`config.mk`:
```
export PLATFORM = sky130hd
export DESIGN_NAME = rv_core_top
export DESIGN_NICKNAME = d
export VERILOG_FILES = /design/src/rtl/rv_pkg.sv /design/src/rtl/ifu_fetch.sv /design/src/rtl/idu_decode.sv /design/src/rtl/exu_alu.sv /design/src/rtl/exu_pc.sv /design/src/rtl/wbu_regfile.sv /design/src/rtl/rv_core_top.sv
export SDC_FILE = /design/constraint.sdc
export NUM_CORES = 2
export LEC_CHECK = 0
export BUFFER_PORTS_ARGS = -buffer_cell sky130_fd_sc_hd__buf_2
export CAP_MARGIN = 40
export CORE_MARGIN = 2
export CORE_UTILIZATION = 45
export CTS_CLUSTER_DIAMETER = 120
export DETAILED_ROUTE_END_ITERATION = 16
export GPL_TIMING_DRIVEN = 0
export SLEW_MARGIN = 20
export SYNTH_ARGS = -nofsm -noshare
export SYNTH_HDL_FRONTEND = slang
export SYNTH_SLANG_ARGS = --single-unit
```
`constraint.sdc`:
```
create_clock -name clk -period 19.8 [get_ports clk]
set_input_delay 2.97 -clock clk [delete_from_list [all_inputs] [get_ports clk]]
set_output_delay 2.97 -clock clk [all_outputs]
set_load 0.01 [all_outputs]
```
`src/rtl/rv_pkg.sv`:
```
package rv_pkg;

    localparam int XLEN = 32;

    typedef logic [XLEN-1:0] xlen_t;
    typedef logic [4:0]      reg_addr_t;
    typedef logic [4:0]      inst_num_t;
    typedef logic [2:0]      inst_type_t;

    // Instruction numbers, one per supported op
    localparam inst_num_t OP_LUI    = 5'd0;
    localparam inst_num_t OP_AUIPC  = 5'd1;
    localparam inst_num_t OP_JAL    = 5'd2;
    localparam inst_num_t OP_JALR   = 5'd3;
    localparam inst_num_t OP_BEQ    = 5'd4;
    localparam inst_num_t OP_BNE    = 5'd5;
    localparam inst_num_t OP_BLT    = 5'd6;
    localparam inst_num_t OP_BGE    = 5'd7;
    localparam inst_num_t OP_BLTU   = 5'd8;
    localparam inst_num_t OP_BGEU   = 5'd9;
    localparam inst_num_t OP_ADDI   = 5'd10;
    localparam inst_num_t OP_SLTIU  = 5'd11;
    localparam inst_num_t OP_XORI   = 5'd12;
    localparam inst_num_t OP_ANDI   = 5'd13;
    localparam inst_num_t OP_SLLI   = 5'd14;
    localparam inst_num_t OP_SRLI   = 5'd15;
    localparam inst_num_t OP_SRAI   = 5'd16;
    localparam inst_num_t OP_ADD    = 5'd17;
    localparam inst_num_t OP_SUB    = 5'd18;
    localparam inst_num_t OP_SLL    = 5'd19;
    localparam inst_num_t OP_SLTU   = 5'd20;
    localparam inst_num_t OP_XOR    = 5'd21;
    localparam inst_num_t OP_OR     = 5'd22;
    localparam inst_num_t OP_AND    = 5'd23;
    localparam inst_num_t OP_EBREAK = 5'd24;

    localparam int INST_NUM_MAX = 25;

    // First number past the table marks an unsupported encoding
    localparam inst_num_t OP_ILLEGAL = inst_num_t'(INST_NUM_MAX);

    localparam inst_type_t TYPE_R    = 3'd0;
    localparam inst_type_t TYPE_I    = 3'd1;
    localparam inst_type_t TYPE_S    = 3'd2;
    localparam inst_type_t TYPE_B    = 3'd3;
    localparam inst_type_t TYPE_U    = 3'd4;
    localparam inst_type_t TYPE_J    = 3'd5;
    localparam inst_type_t TYPE_NONE = 3'd7;

    typedef struct packed {
        inst_num_t  op;
        inst_type_t itype;
        reg_addr_t  rd;
        reg_addr_t  rs1;
        reg_addr_t  rs2;
        xlen_t      imm;
        logic       rd_w_en;
        logic       halt;
    } dec_t;

    typedef struct packed {
        logic      valid;
        xlen_t     pc;
        reg_addr_t rd;
        logic      rd_w_en;
        xlen_t     rd_data;
    } commit_t;

    typedef enum logic [1:0] {
        FETCH,
        HALTED,
        TRAPPED
    } fetch_state_e;

endpackage

```
`src/rtl/ifu_fetch.sv`:
```
`timescale 1ns/10ps

module ifu_fetch #(
    parameter rv_pkg::xlen_t RESET_PC = '0
) (
    input  logic          clk,
    input  logic          rst_n,
    input  logic          wb_ack,
    input  rv_pkg::xlen_t wb_dat_i,
    input  rv_pkg::xlen_t next_pc,
    input  logic          pc_w_en,
    input  logic          halt,
    output logic          wb_cyc,
    output logic          wb_stb,
    output logic          wb_we,
    output rv_pkg::xlen_t wb_adr,
    output rv_pkg::xlen_t inst,
    output rv_pkg::xlen_t pc,
    output logic          retire,
    output logic          halted,
    output logic          trapped
);

    rv_pkg::fetch_state_e state_q;
    rv_pkg::xlen_t        pc_q;
    logic                 run_q;
    logic                 accept;

    // Bus stays idle for the first cycle out of reset
    assign wb_cyc = run_q && (state_q == rv_pkg::FETCH);
    assign wb_stb = wb_cyc;
    assign wb_we  = 1'b0;
    assign wb_adr = pc_q;

    assign accept  = wb_cyc && wb_stb && wb_ack;
    assign retire  = accept && pc_w_en;
    assign inst    = wb_dat_i;
    assign pc      = pc_q;
    assign halted  = (state_q == rv_pkg::HALTED);
    assign trapped = (state_q == rv_pkg::TRAPPED);

    always_ff @(posedge clk) begin
        if (!rst_n) begin
            run_q   <= 1'b0;
            state_q <= rv_pkg::FETCH;
            pc_q    <= RESET_PC;
        end else begin
            run_q <= 1'b1;
            if (accept) begin
                if (!pc_w_en) begin
                    state_q <= rv_pkg::TRAPPED;
                end else if (halt) begin
                    state_q <= rv_pkg::HALTED;
                end else begin
                    pc_q <= next_pc;
                end
            end
        end
    end

    a_adr_stable_on_stall: assert property (@(posedge clk) disable iff (!rst_n)
        (wb_cyc && wb_stb && !wb_ack) |=> $stable(wb_adr));

    a_pc_aligned: assert property (@(posedge clk) disable iff (!rst_n)
        pc_q[1:0] == 2'b00);

endmodule

```
`src/rtl/idu_decode.sv`:
```
`timescale 1ns/10ps

module idu_decode (
    input  rv_pkg::xlen_t inst,
    output rv_pkg::dec_t  dec
);

    localparam logic [6:0] OPC_LUI    = 7'b0110111;
    localparam logic [6:0] OPC_AUIPC  = 7'b0010111;
    localparam logic [6:0] OPC_JAL    = 7'b1101111;
    localparam logic [6:0] OPC_JALR   = 7'b1100111;
    localparam logic [6:0] OPC_BRANCH = 7'b1100011;
    localparam logic [6:0] OPC_OP_IMM = 7'b0010011;
    localparam logic [6:0] OPC_OP     = 7'b0110011;
    localparam logic [6:0] OPC_SYSTEM = 7'b1110011;

    localparam logic [6:0] F7_BASE = 7'b0000000;
    localparam logic [6:0] F7_ALT  = 7'b0100000;

    localparam rv_pkg::xlen_t EBREAK_WORD = 32'h0010_0073;

    logic [6:0]         opcode;
    logic [2:0]         funct3;
    logic [6:0]         funct7;
    rv_pkg::inst_num_t  op;
    rv_pkg::inst_type_t fmt;
    rv_pkg::inst_type_t itype;
    rv_pkg::xlen_t      imm;
    logic               rd_w_en;

    assign opcode = inst[6:0];
    assign funct3 = inst[14:12];
    assign funct7 = inst[31:25];

    always_comb begin
        op  = rv_pkg::OP_ILLEGAL;
        fmt = rv_pkg::TYPE_NONE;
        case (opcode)
            OPC_LUI: begin
                op  = rv_pkg::OP_LUI;
                fmt = rv_pkg::TYPE_U;
            end
            OPC_AUIPC: begin
                op  = rv_pkg::OP_AUIPC;
                fmt = rv_pkg::TYPE_U;
            end
            OPC_JAL: begin
                op  = rv_pkg::OP_JAL;
                fmt = rv_pkg::TYPE_J;
            end
            OPC_JALR: begin
                fmt = rv_pkg::TYPE_I;
                if (funct3 == 3'b000) op = rv_pkg::OP_JALR;
            end
            OPC_BRANCH: begin
                fmt = rv_pkg::TYPE_B;
                case (funct3)
                    3'b000:  op = rv_pkg::OP_BEQ;
                    3'b001:  op = rv_pkg::OP_BNE;
                    3'b100:  op = rv_pkg::OP_BLT;
                    3'b101:  op = rv_pkg::OP_BGE;
                    3'b110:  op = rv_pkg::OP_BLTU;
                    3'b111:  op = rv_pkg::OP_BGEU;
                    default: ;
                endcase
            end
            OPC_OP_IMM: begin
                fmt = rv_pkg::TYPE_I;
                case (funct3)
                    3'b000: op = rv_pkg::OP_ADDI;
                    3'b011: op = rv_pkg::OP_SLTIU;
                    3'b100: op = rv_pkg::OP_XORI;
                    3'b111: op = rv_pkg::OP_ANDI;
                    3'b001: if (funct7 == F7_BASE) op = rv_pkg::OP_SLLI;
                    3'b101: begin
                        if (funct7 == F7_BASE) op = rv_pkg::OP_SRLI;
                        else if (funct7 == F7_ALT) op = rv_pkg::OP_SRAI;
                    end
                    default: ;
                endcase
            end
            OPC_OP: begin
                fmt = rv_pkg::TYPE_R;
                if (funct7 == F7_BASE) begin
                    case (funct3)
                        3'b000:  op = rv_pkg::OP_ADD;
                        3'b001:  op = rv_pkg::OP_SLL;
                        3'b011:  op = rv_pkg::OP_SLTU;
                        3'b100:  op = rv_pkg::OP_XOR;
                        3'b110:  op = rv_pkg::OP_OR;
                        3'b111:  op = rv_pkg::OP_AND;
                        default: ;
                    endcase
                end else if (funct7 == F7_ALT && funct3 == 3'b000) begin
                    op = rv_pkg::OP_SUB;
                end
            end
            OPC_SYSTEM: begin
                fmt = rv_pkg::TYPE_I;
                if (inst == EBREAK_WORD) op = rv_pkg::OP_EBREAK;
            end
            default: ;
        endcase
    end

    assign itype = (op == rv_pkg::OP_ILLEGAL) ? rv_pkg::TYPE_NONE : fmt;

    always_comb begin
        case (itype)
            rv_pkg::TYPE_I: imm = {{20{inst[31]}}, inst[31:20]};
            rv_pkg::TYPE_B: imm = {{20{inst[31]}}, inst[7], inst[30:25], inst[11:8], 1'b0};
            rv_pkg::TYPE_U: imm = {inst[31:12], 12'b0};
            rv_pkg::TYPE_J: imm = {{12{inst[31]}}, inst[19:12], inst[20], inst[30:21], 1'b0};
            default:        imm = '0;
        endcase
    end

    // Branches and ebreak write nothing, and x0 is never a target
    assign rd_w_en = (itype == rv_pkg::TYPE_R || itype == rv_pkg::TYPE_I ||
                      itype == rv_pkg::TYPE_U || itype == rv_pkg::TYPE_J) &&
                     (op != rv_pkg::OP_EBREAK) && (inst[11:7] != 5'd0);

    assign dec = '{
        op:      op,
        itype:   itype,
        rd:      inst[11:7],
        rs1:     inst[19:15],
        rs2:     inst[24:20],
        imm:     imm,
        rd_w_en: rd_w_en,
        halt:    (op == rv_pkg::OP_EBREAK)
    };

endmodule

```
`src/rtl/exu_alu.sv`:
```
`timescale 1ns/10ps

module exu_alu (
    input  rv_pkg::dec_t  dec,
    input  rv_pkg::xlen_t pc,
    input  rv_pkg::xlen_t rs1_data,
    input  rv_pkg::xlen_t rs2_data,
    output rv_pkg::xlen_t result
);

    logic eq;
    logic lt;
    logic ltu;
    logic cond;

    assign eq  = (rs1_data == rs2_data);
    assign lt  = ($signed(rs1_data) < $signed(rs2_data));
    assign ltu = (rs1_data < rs2_data);

    // Branch condition, already inverted for bne, bge and bgeu
    always_comb begin
        case (dec.op)
            rv_pkg::OP_BEQ:  cond = eq;
            rv_pkg::OP_BNE:  cond = !eq;
            rv_pkg::OP_BLT:  cond = lt;
            rv_pkg::OP_BGE:  cond = !lt;
            rv_pkg::OP_BLTU: cond = ltu;
            rv_pkg::OP_BGEU: cond = !ltu;
            default:         cond = 1'b0;
        endcase
    end

    always_comb begin
        case (dec.op)
            rv_pkg::OP_LUI:   result = dec.imm;
            rv_pkg::OP_AUIPC: result = pc + dec.imm;
            rv_pkg::OP_JAL,
            rv_pkg::OP_JALR:  result = pc + 32'd4;
            rv_pkg::OP_BEQ, rv_pkg::OP_BNE, rv_pkg::OP_BLT,
            rv_pkg::OP_BGE, rv_pkg::OP_BLTU, rv_pkg::OP_BGEU:
                result = rv_pkg::xlen_t'(cond);
            rv_pkg::OP_ADDI:  result = rs1_data + dec.imm;
            rv_pkg::OP_SLTIU: result = rv_pkg::xlen_t'(rs1_data < dec.imm);
            rv_pkg::OP_XORI:  result = rs1_data ^ dec.imm;
            rv_pkg::OP_ANDI:  result = rs1_data & dec.imm;
            rv_pkg::OP_SLLI:  result = rs1_data << dec.imm[4:0];
            rv_pkg::OP_SRLI:  result = rs1_data >> dec.imm[4:0];
            rv_pkg::OP_SRAI:  result = rv_pkg::xlen_t'($signed(rs1_data) >>> dec.imm[4:0]);
            rv_pkg::OP_ADD:   result = rs1_data + rs2_data;
            rv_pkg::OP_SUB:   result = rs1_data - rs2_data;
            rv_pkg::OP_SLL:   result = rs1_data << rs2_data[4:0];
            rv_pkg::OP_SLTU:  result = rv_pkg::xlen_t'(ltu);
            rv_pkg::OP_XOR:   result = rs1_data ^ rs2_data;
            rv_pkg::OP_OR:    result = rs1_data | rs2_data;
            rv_pkg::OP_AND:   result = rs1_data & rs2_data;
            default:          result = '0;
        endcase
    end

endmodule

```
`src/rtl/exu_pc.sv`:
```
`timescale 1ns/10ps

module exu_pc (
    input  rv_pkg::dec_t  dec,
    input  rv_pkg::xlen_t pc,
    input  rv_pkg::xlen_t rs1_data,
    input  rv_pkg::xlen_t result,
    output rv_pkg::xlen_t next_pc,
    output logic          pc_w_en
);

    rv_pkg::xlen_t add_a;
    rv_pkg::xlen_t add_b;
    rv_pkg::xlen_t sum;
    logic          is_jalr;

    assign is_jalr = (dec.op == rv_pkg::OP_JALR);

    always_comb begin
        add_a = is_jalr ? rs1_data : pc;
        case (dec.op)
            rv_pkg::OP_JAL, rv_pkg::OP_JALR: add_b = dec.imm;
            rv_pkg::OP_BEQ, rv_pkg::OP_BNE, rv_pkg::OP_BLT,
            rv_pkg::OP_BGE, rv_pkg::OP_BLTU, rv_pkg::OP_BGEU:
                add_b = result[0] ? dec.imm : 32'd4;
            default: add_b = 32'd4;
        endcase
    end

    assign sum     = add_a + add_b;
    assign next_pc = {sum[31:1], sum[0] & !is_jalr};

    always_comb begin
        case (dec.itype)
            rv_pkg::TYPE_R, rv_pkg::TYPE_I, rv_pkg::TYPE_S,
            rv_pkg::TYPE_B, rv_pkg::TYPE_U, rv_pkg::TYPE_J: pc_w_en = 1'b1;
            default: pc_w_en = 1'b0;
        endcase
        a_next_pc_aligned: assert final (pc_w_en !== 1'b1 || next_pc[1:0] == 2'b00);
    end

endmodule

```
`src/rtl/wbu_regfile.sv`:
```
`timescale 1ns/10ps

module wbu_regfile (
    input  logic            clk,
    input  logic            rst_n,
    input  logic            retire,
    input  rv_pkg::dec_t    dec,
    input  rv_pkg::xlen_t   pc,
    input  rv_pkg::xlen_t   wr_data,
    output rv_pkg::xlen_t   rs1_data,
    output rv_pkg::xlen_t   rs2_data,
    output rv_pkg::commit_t commit
);

    rv_pkg::xlen_t     regs [31:1];
    logic              commit_valid;
    rv_pkg::xlen_t     commit_pc;
    rv_pkg::reg_addr_t commit_rd;
    logic              commit_rd_w_en;
    rv_pkg::xlen_t     commit_rd_data;

    assign rs1_data = (dec.rs1 == 5'd0) ? '0 : regs[dec.rs1];
    assign rs2_data = (dec.rs2 == 5'd0) ? '0 : regs[dec.rs2];

    // rd_w_en is never set for x0
    always_ff @(posedge clk) begin
        if (retire && dec.rd_w_en) regs[dec.rd] <= wr_data;
    end

    always_ff @(posedge clk) begin
        if (!rst_n) commit_valid <= 1'b0;
        else commit_valid <= retire;
    end

    always_ff @(posedge clk) begin
        if (retire) begin
            commit_pc      <= pc;
            commit_rd      <= dec.rd;
            commit_rd_w_en <= dec.rd_w_en;
            commit_rd_data <= wr_data;
        end
    end

    assign commit = '{
        valid:   commit_valid,
        pc:      commit_pc,
        rd:      commit_rd,
        rd_w_en: commit_rd_w_en,
        rd_data: commit_rd_data
    };

    a_no_x0_write: assert property (@(posedge clk) disable iff (!rst_n)
        (commit.valid && commit.rd_w_en) |-> (commit.rd != 5'd0));

endmodule

```
`src/rtl/rv_core_top.sv`:
```
`timescale 1ns/10ps

module rv_core_top #(
    parameter rv_pkg::xlen_t RESET_PC = '0
) (
    input  logic            clk,
    input  logic            rst_n,
    input  logic            wb_ack,
    input  rv_pkg::xlen_t   wb_dat_i,
    output logic            wb_cyc,
    output logic            wb_stb,
    output logic            wb_we,
    output rv_pkg::xlen_t   wb_adr,
    output rv_pkg::commit_t commit,
    output logic            halted,
    output logic            trapped
);

    rv_pkg::xlen_t inst;
    rv_pkg::xlen_t pc;
    rv_pkg::xlen_t next_pc;
    rv_pkg::xlen_t rs1_data;
    rv_pkg::xlen_t rs2_data;
    rv_pkg::xlen_t result;
    rv_pkg::dec_t  dec;
    logic          retire;
    logic          pc_w_en;

    ifu_fetch #(
        .RESET_PC(RESET_PC)
    ) u_ifu_fetch (
        .clk     (clk),
        .rst_n   (rst_n),
        .wb_ack  (wb_ack),
        .wb_dat_i(wb_dat_i),
        .next_pc (next_pc),
        .pc_w_en (pc_w_en),
        .halt    (dec.halt),
        .wb_cyc  (wb_cyc),
        .wb_stb  (wb_stb),
        .wb_we   (wb_we),
        .wb_adr  (wb_adr),
        .inst    (inst),
        .pc      (pc),
        .retire  (retire),
        .halted  (halted),
        .trapped (trapped)
    );

    idu_decode u_idu_decode (
        .inst(inst),
        .dec (dec)
    );

    exu_alu u_exu_alu (
        .dec     (dec),
        .pc      (pc),
        .rs1_data(rs1_data),
        .rs2_data(rs2_data),
        .result  (result)
    );

    exu_pc u_exu_pc (
        .dec     (dec),
        .pc      (pc),
        .rs1_data(rs1_data),
        .result  (result),
        .next_pc (next_pc),
        .pc_w_en (pc_w_en)
    );

    wbu_regfile u_wbu_regfile (
        .clk     (clk),
        .rst_n   (rst_n),
        .retire  (retire),
        .dec     (dec),
        .pc      (pc),
        .wr_data (result),
        .rs1_data(rs1_data),
        .rs2_data(rs2_data),
        .commit  (commit)
    );

endmodule

```
After elaboration in Yosys (flattened, before gate mapping)
Memory sizes are Yosys's and may differ from the RTL's.
Index checks and enable logic that the tools add are counted.

cells by class
  reduce and logical (&&, ||, !) cells = 29
  $add $sub $neg = 6
  equal/unequal tests = 51
  order comparisons = 3
  muxes and demuxes = 27
  bitwise gates (word level) = 7
  shift operators = 4

operator list
  operator               count
  $pmux 32 s18           1
  $add 32x32->32         4
  $mux 32                4
  $pmux 32 s4            1
  $lt 32x32->1           3
  $and 32x32->32         2
  $pmux 32 s2            1
  $shl 32x5->32          2
  $xor 32x32->32         2
  $pmux 5 s6             2
  $eq 5x5->1 const B     10
  $eq 5x4->1 const B     8
  $pmux 5 s8             1
  $add 32x3->32 const B  1
  $eq 32x21->1 const B   1
  $eq 32x32->1           1
  $or 32x32->32          1
  $shr 32x5->32          1
  $sshr 32x5->32         1
  $sub 32x32->32         1
  $eq 7x7->1 const B     4
  $pmux 4 s6             1
  $eq 7x6->1 const B     3
  $eq 5x3->1 const B     4
  other kinds (32)       67

storage, ports and cells
  bits in writable memories = 992
  bits of input ports = 35
  word-level logic and storage cells = 136
  memories = 1
  flip-flop bits (word level) = 106

memories
  name                words  width  rd ports  clocked after Yosys merged registers in  write ports  line               source
  u_wbu_regfile.regs  31     32     2         0                                        1            wbu_regfile.sv:15  rv_pkg::xlen_t regs [31:1];

Logic depth before layout (Yosys ltp)
  depth after elaboration = 16
  gate-level depth with buffers = 43
  depth with buffers taken out = 33

Hierarchy
Synthesis repeated with hierarchy kept, for this count alone.

second synthesis, totals
  cells, all modules = 5721
  area total of the unflattened synthesis = 68360.6 um2

modules (own cells, without submodules)
  module       instances  area each (um2)  cells each
  wbu_regfile  1          48721.7          2831
  exu_alu      1          14242.4          2177
  exu_pc       1          2270.9           314
  ifu_fetch    1          1938.1           218
  idu_decode   1          1187.4           181

Worst setup path before layout
Ideal clock, no wire load.

  path type = input to register
  start = input wb_dat_i[20]
  end = register u_ifu_fetch.pc_q[28] (netlist: u_ifu_fetch.pc[28])
  arrival = 11607 ps
  setup time = 122 ps
  stages = 38
  data required time = 19678 ps
  setup slack = 8070 ps
  path through = buf_6 buf_6 buf_6 buf_6 buf_4 buf_2 buf_2 mux4_2 mux4_2 a22oi_1 ha_1 or3_1 a31oi_1 nor4bb_1 a2111o_1 a21oi_1 o221ai_1 a221oi_1 [... 2 more ...] clkbuf_1 clkbuf_1 nor2_1 ha_1 inv_1 fa_1 nor2b_1 o21a_1 o21ai_0 a21oi_1 o21ai_0 a2bb2oi_1 o21ai_0 a2111oi_0 nor3_1 or4_1 nand3_1 a21boi_0

between the ends
  longest elaborated chain between the ends = 12
  elaborated cells on any way between the ends = 72

RTL lines
  item                                          line                             source
  from (decl)                                   rv_core_top.sv:9                 input rv_pkg::xlen_t wb_dat_i,
  $eq 32x21->1                                  idu_decode.sv:100                if (inst == EBREAK_WORD) op = rv_pkg::OP_EBREAK;
  $mux 1                                        idu_decode.sv:100
  $pmux 5 s8                                    idu_decode.sv:38                 case (opcode)
  $eq 5x5->1                                    idu_decode.sv:106                assign itype = (op == rv_pkg::OP_ILLEGAL) ? rv_pkg::TYPE_NONE : fmt;
  $mux 3                                        idu_decode.sv:106
  $eq 3x3->1, or another cell as far along      idu_decode.sv:109, exu_pc.sv:34
  $pmux 32 s4                                   idu_decode.sv:109                case (itype)
  $add 32x32->32, or another cell as far along  exu_alu.sv:42                    rv_pkg::OP_ADDI: result = rs1_data + dec.imm;
  $pmux 32 s18                                  exu_alu.sv:34                    case (dec.op)
  $mux 32                                       exu_pc.sv:25                     add_b = result[0] ? dec.imm : 32'd4;
  $pmux 32 s2                                   exu_pc.sv:21                     case (dec.op)
  $add 32x32->32                                exu_pc.sv:30                     assign sum = add_a + add_b;
  to (signal assigned)                          ifu_fetch.sv:55                  pc_q <= next_pc;
  to (decl)                                     ifu_fetch.sv:25                  rv_pkg::xlen_t pc_q;

Several ways; a longest one is shown, not always the timed one.
A chain may end at the register's enable or synchronous reset.

Final worst setup path
  start = input wb_dat_i[21]
  end = register u_ifu_fetch.pc_q[30] (netlist: u_ifu_fetch.pc[30])

The elaborated chain is that of the path after synthesis.

==> metrics.md <==
| Metric | Value |
|---|---|
| Status | finished clean |
| Syn_nets | 5330 |
| Clock Tree Root | clkbuf_16 |
| Final worst clock skew | 0.05707 ns |
| DP Worst Slack | 2.892 ns |
| Worst-path clk slew | 0.06 ns |
| CTS tree | built |
| Final Slew Violations | 0 |
| Family with the most delay on the worst path | compound AO/OA/AOI/OAI gates |
| Required time of the critical path | 20.47 ns |
| Final hold violation count | 0 |
| Routability congestion estimate from global placement | 1.080 |
| Flip-flop and latch count after synthesis | 1098 |
| Sum of negative setup slack | 0 ns |
| Slack of the critical path | 3.237 ns |
| Die footprint | 149600 um^2 |
| Post-CTS setup-driven buffer insertion count | 0 |
| Post-route antenna net violation count | 0 |
| RSZ-0062 raised after global routing | no |
| Count of input and output buffers | 132 |
| Total gr overflow | 0 |
| Slowest library cell on the worst path | nor4bb_1 |
| Peak fanout along the critical path | 10 |
| Period minus WS final | 16.56 ns |
| Die Y-Extent | 386.8 um |
| Number of enable-type register cells in the synthesized netlist | 1062 |
| Share of the core filled with cells in the final layout | 53.62% |
| Cell type with the largest total area after synthesis | edfxtp_1 |
| Detailed placer's ending HPWL | 276000 um |
| Buffers from clock root to sink, at most | 3 |
| Detailed-routing iteration count for the pre-antenna-repair pass | 9 |
| CTS HTree Levels | 3 |
| Layout Nets | 5867 |
| Transition time at the pin with the least slew margin | 1.075 ns |
| Synthesized instance count | 5102 |
| Crit-path most repeated cell | buf_2 |
| Signal arrival time at the worst endpoint | 17.23 ns |
| Proportion of layout cells with a drive suffix above 1 | 25.38% |
| Pin count of the biggest net entering global routing | 33 |
| Peak supply drop | 0.00007578 V |
| Top flip-flop cell by instance count after synthesis | edfxtp_1 |
| CP endpoint kind | flip-flop |
| Maximum operating frequency | 60.38 MHz |
| Post-CTS sizing | 0 |
| Proportion of register bits with asynchronous set or reset after synthesis | 0% |
| Final wirelength | 360200 um |
| Critical path buffers and inverters | 11 |
| CTS Sinks | 1098 |
| Leakage power summed over all cells | 28.00 nW |
| Via count of the first global-routing pass | 53440 |
| Number of design rule violations left after detail routing | 0 |
| I/O pin total | 143 |
| Number of clock buffers inserted by TritonCTS | 114 |
| Max-Slew Margin vs Limit | 28.31% |
| Unique cell type count in the Yosys netlist | 104 |
| Biggest cell delay along the critical path | 0.72 ns |
| Fill cell total of the finished layout | 12190 |
| Top cell type's share of synthesized area | 48.37% |
| Synthesis Warnings | 0 |
| Number of vias per cell | 7.351 |
| Number of hold-repair buffers added at the cts stage | 0 |
| Initial antenna violation count | 26 |
| Critical path type | input pin to flip-flop |
| Placed Instances | 7422 |
| Total track usage | 47.24% |
| Most area-consuming cells after synthesis | edfxtp_1 48%, mux4_2 17%, ha_1 3.6% |
| Final Hold Slack | 0.5196 ns |
| Number of design-rule violations left by the first detailed-router iteration | 8889 |
| Netlist area before placement | 65930 um^2 |
| Period utilization | 83.65% |
| Total number of vias | 56510 |
| Finished Layout Cells | 7687 |
| Sort of element at the start of the critical path | input pin |
| Clk_lat worst skew | 0.80 ns |
| Max-cap violations | 0 |
| Min-Delay Path Class | flip-flop to flip-flop |
| Placeable core region | 145600 um^2 |
| Die width | 386.8 um |
| Sequential element share of the synthesized area | 49.47% |
| FP Rows | 140 |
| Final setup violation count | 0 |
| Global-route wire length before repair | 473100 um |
| Area Overhead vs Synth | 18.38% |
| Effective utilization at floorplan | 45.29% |
| WL per Instance | 46.86 um |
| Power density over the cells | 75.56 nW/um^2 |
| Post-Syn Area per Cell | 12.92 um^2 |
layout by cell type (no fill, tap or decap), types with 103 or more instances in the layout:
cell / instances
a21oi_1: 336
buf_2: 247
buf_6: 108
clkbuf_1: 155
clkbuf_16: 115
edfxtp_1: 1062
ha_1: 189
inv_1: 126
mux2i_1: 215
mux4_2: 492
nand2_1: 316
nand3_1: 111
nor2_1: 360
nor3_1: 103
o21ai_0: 209
power by group:
part	switching [mW]	leakage (nW)	internal, mW
Combinational	0.756	15.9	0.345
Clock	0.975	1.87	1.27
Sequential	0.00207	10.3	2.55
per-stage QoR:
stage	total power, mW	area (um^2)
floorplan	3.136	65930
global placement	3.575	68990
detailed placement	3.633	73890
CTS	5.828	77760
global route	5.982	77990
finish	5.897	78050
path summary, 6_finish.rpt:
path / slack (ns) / cells after the start / start / end
setup / recovery: 3.24 / 41 / wb_dat_i[21] / u_ifu_fetch.pc[30]
hold / removal: 0.52 / 0 / u_ifu_fetch.pc[18] / u_wbu_regfile.commit_pc[18]
setup reg to reg: 7.91 / 35 / u_wbu_regfile.regs[20][0] / u_ifu_fetch.pc[30]
hold reg to reg: 0.52 / 0 / u_ifu_fetch.pc[18] / u_wbu_regfile.commit_pc[18]
state kept, by name, summed over array words and instances, names as in the netlist:
name / cells
u_wbu_regfile.regs: 992
u_ifu_fetch.pc: 32
u_wbu_regfile.commit_pc: 32
u_wbu_regfile.commit_rd_data: 32
u_wbu_regfile.commit_rd: 5
u_ifu_fetch.state_q: 2
u_ifu_fetch.run_q: 1
u_wbu_regfile.commit_rd_w_en: 1
u_wbu_regfile.commit_valid: 1
layer usage:
metal	GRT usage [%]	wire, um
met4	44.19	42150
met3	14.57	44490
met1	52.56	114300
met2	72.36	159300
met5	0	72
cell usage after synthesis (36+ instances only):
cell type	instances
nor3_1	106
nand3_1	117
ha_1	189
a21o_1	52
o21ai_0	217
mux4_2	492
edfxtp_1	1062
o211ai_1	37
a21oi_1	341
buf_2	92
clkbuf_1	176
nor2_1	398
a22oi_1	56
mux2i_1	219
a211oi_1	96
o22ai_1	71
nand2_1	317
xnor2_1	88
inv_1	126
xor2_1	51
dfxtp_1	36
area by class of cell:
class | instances | area, um^2 | area share (%)
Antenna cell | 29 | 72.57 | 0.09298
Buffer | 338 | 1693 | 2.169
Clock buffer | 143 | 2983 | 3.822
Clock inverter | 75 | 887.1 | 1.137
Inverter | 135 | 506.7 | 0.6493
Multi-Input combinational cell | 3531 | 31930 | 40.91
Sequential cell | 1098 | 32610 | 41.78
Tap cell | 1917 | 2399 | 3.073
Timing Repair Buffer | 421 | 4964 | 6.360
cells by family after synthesis:
family | after synthesis | synth area share, %
xor+xnor | 139 | 1.847
fa+ha+maj | 193 | 3.708
simple gates | 1205 | 8.514
other cells | 1 | 0.005688
flops | 1098 | 49.47
compound gates | 1258 | 12.69
buf+inv | 473 | 3.232
mux | 735 | 20.54
Note: power is estimated with default switching activity, not from simulation.
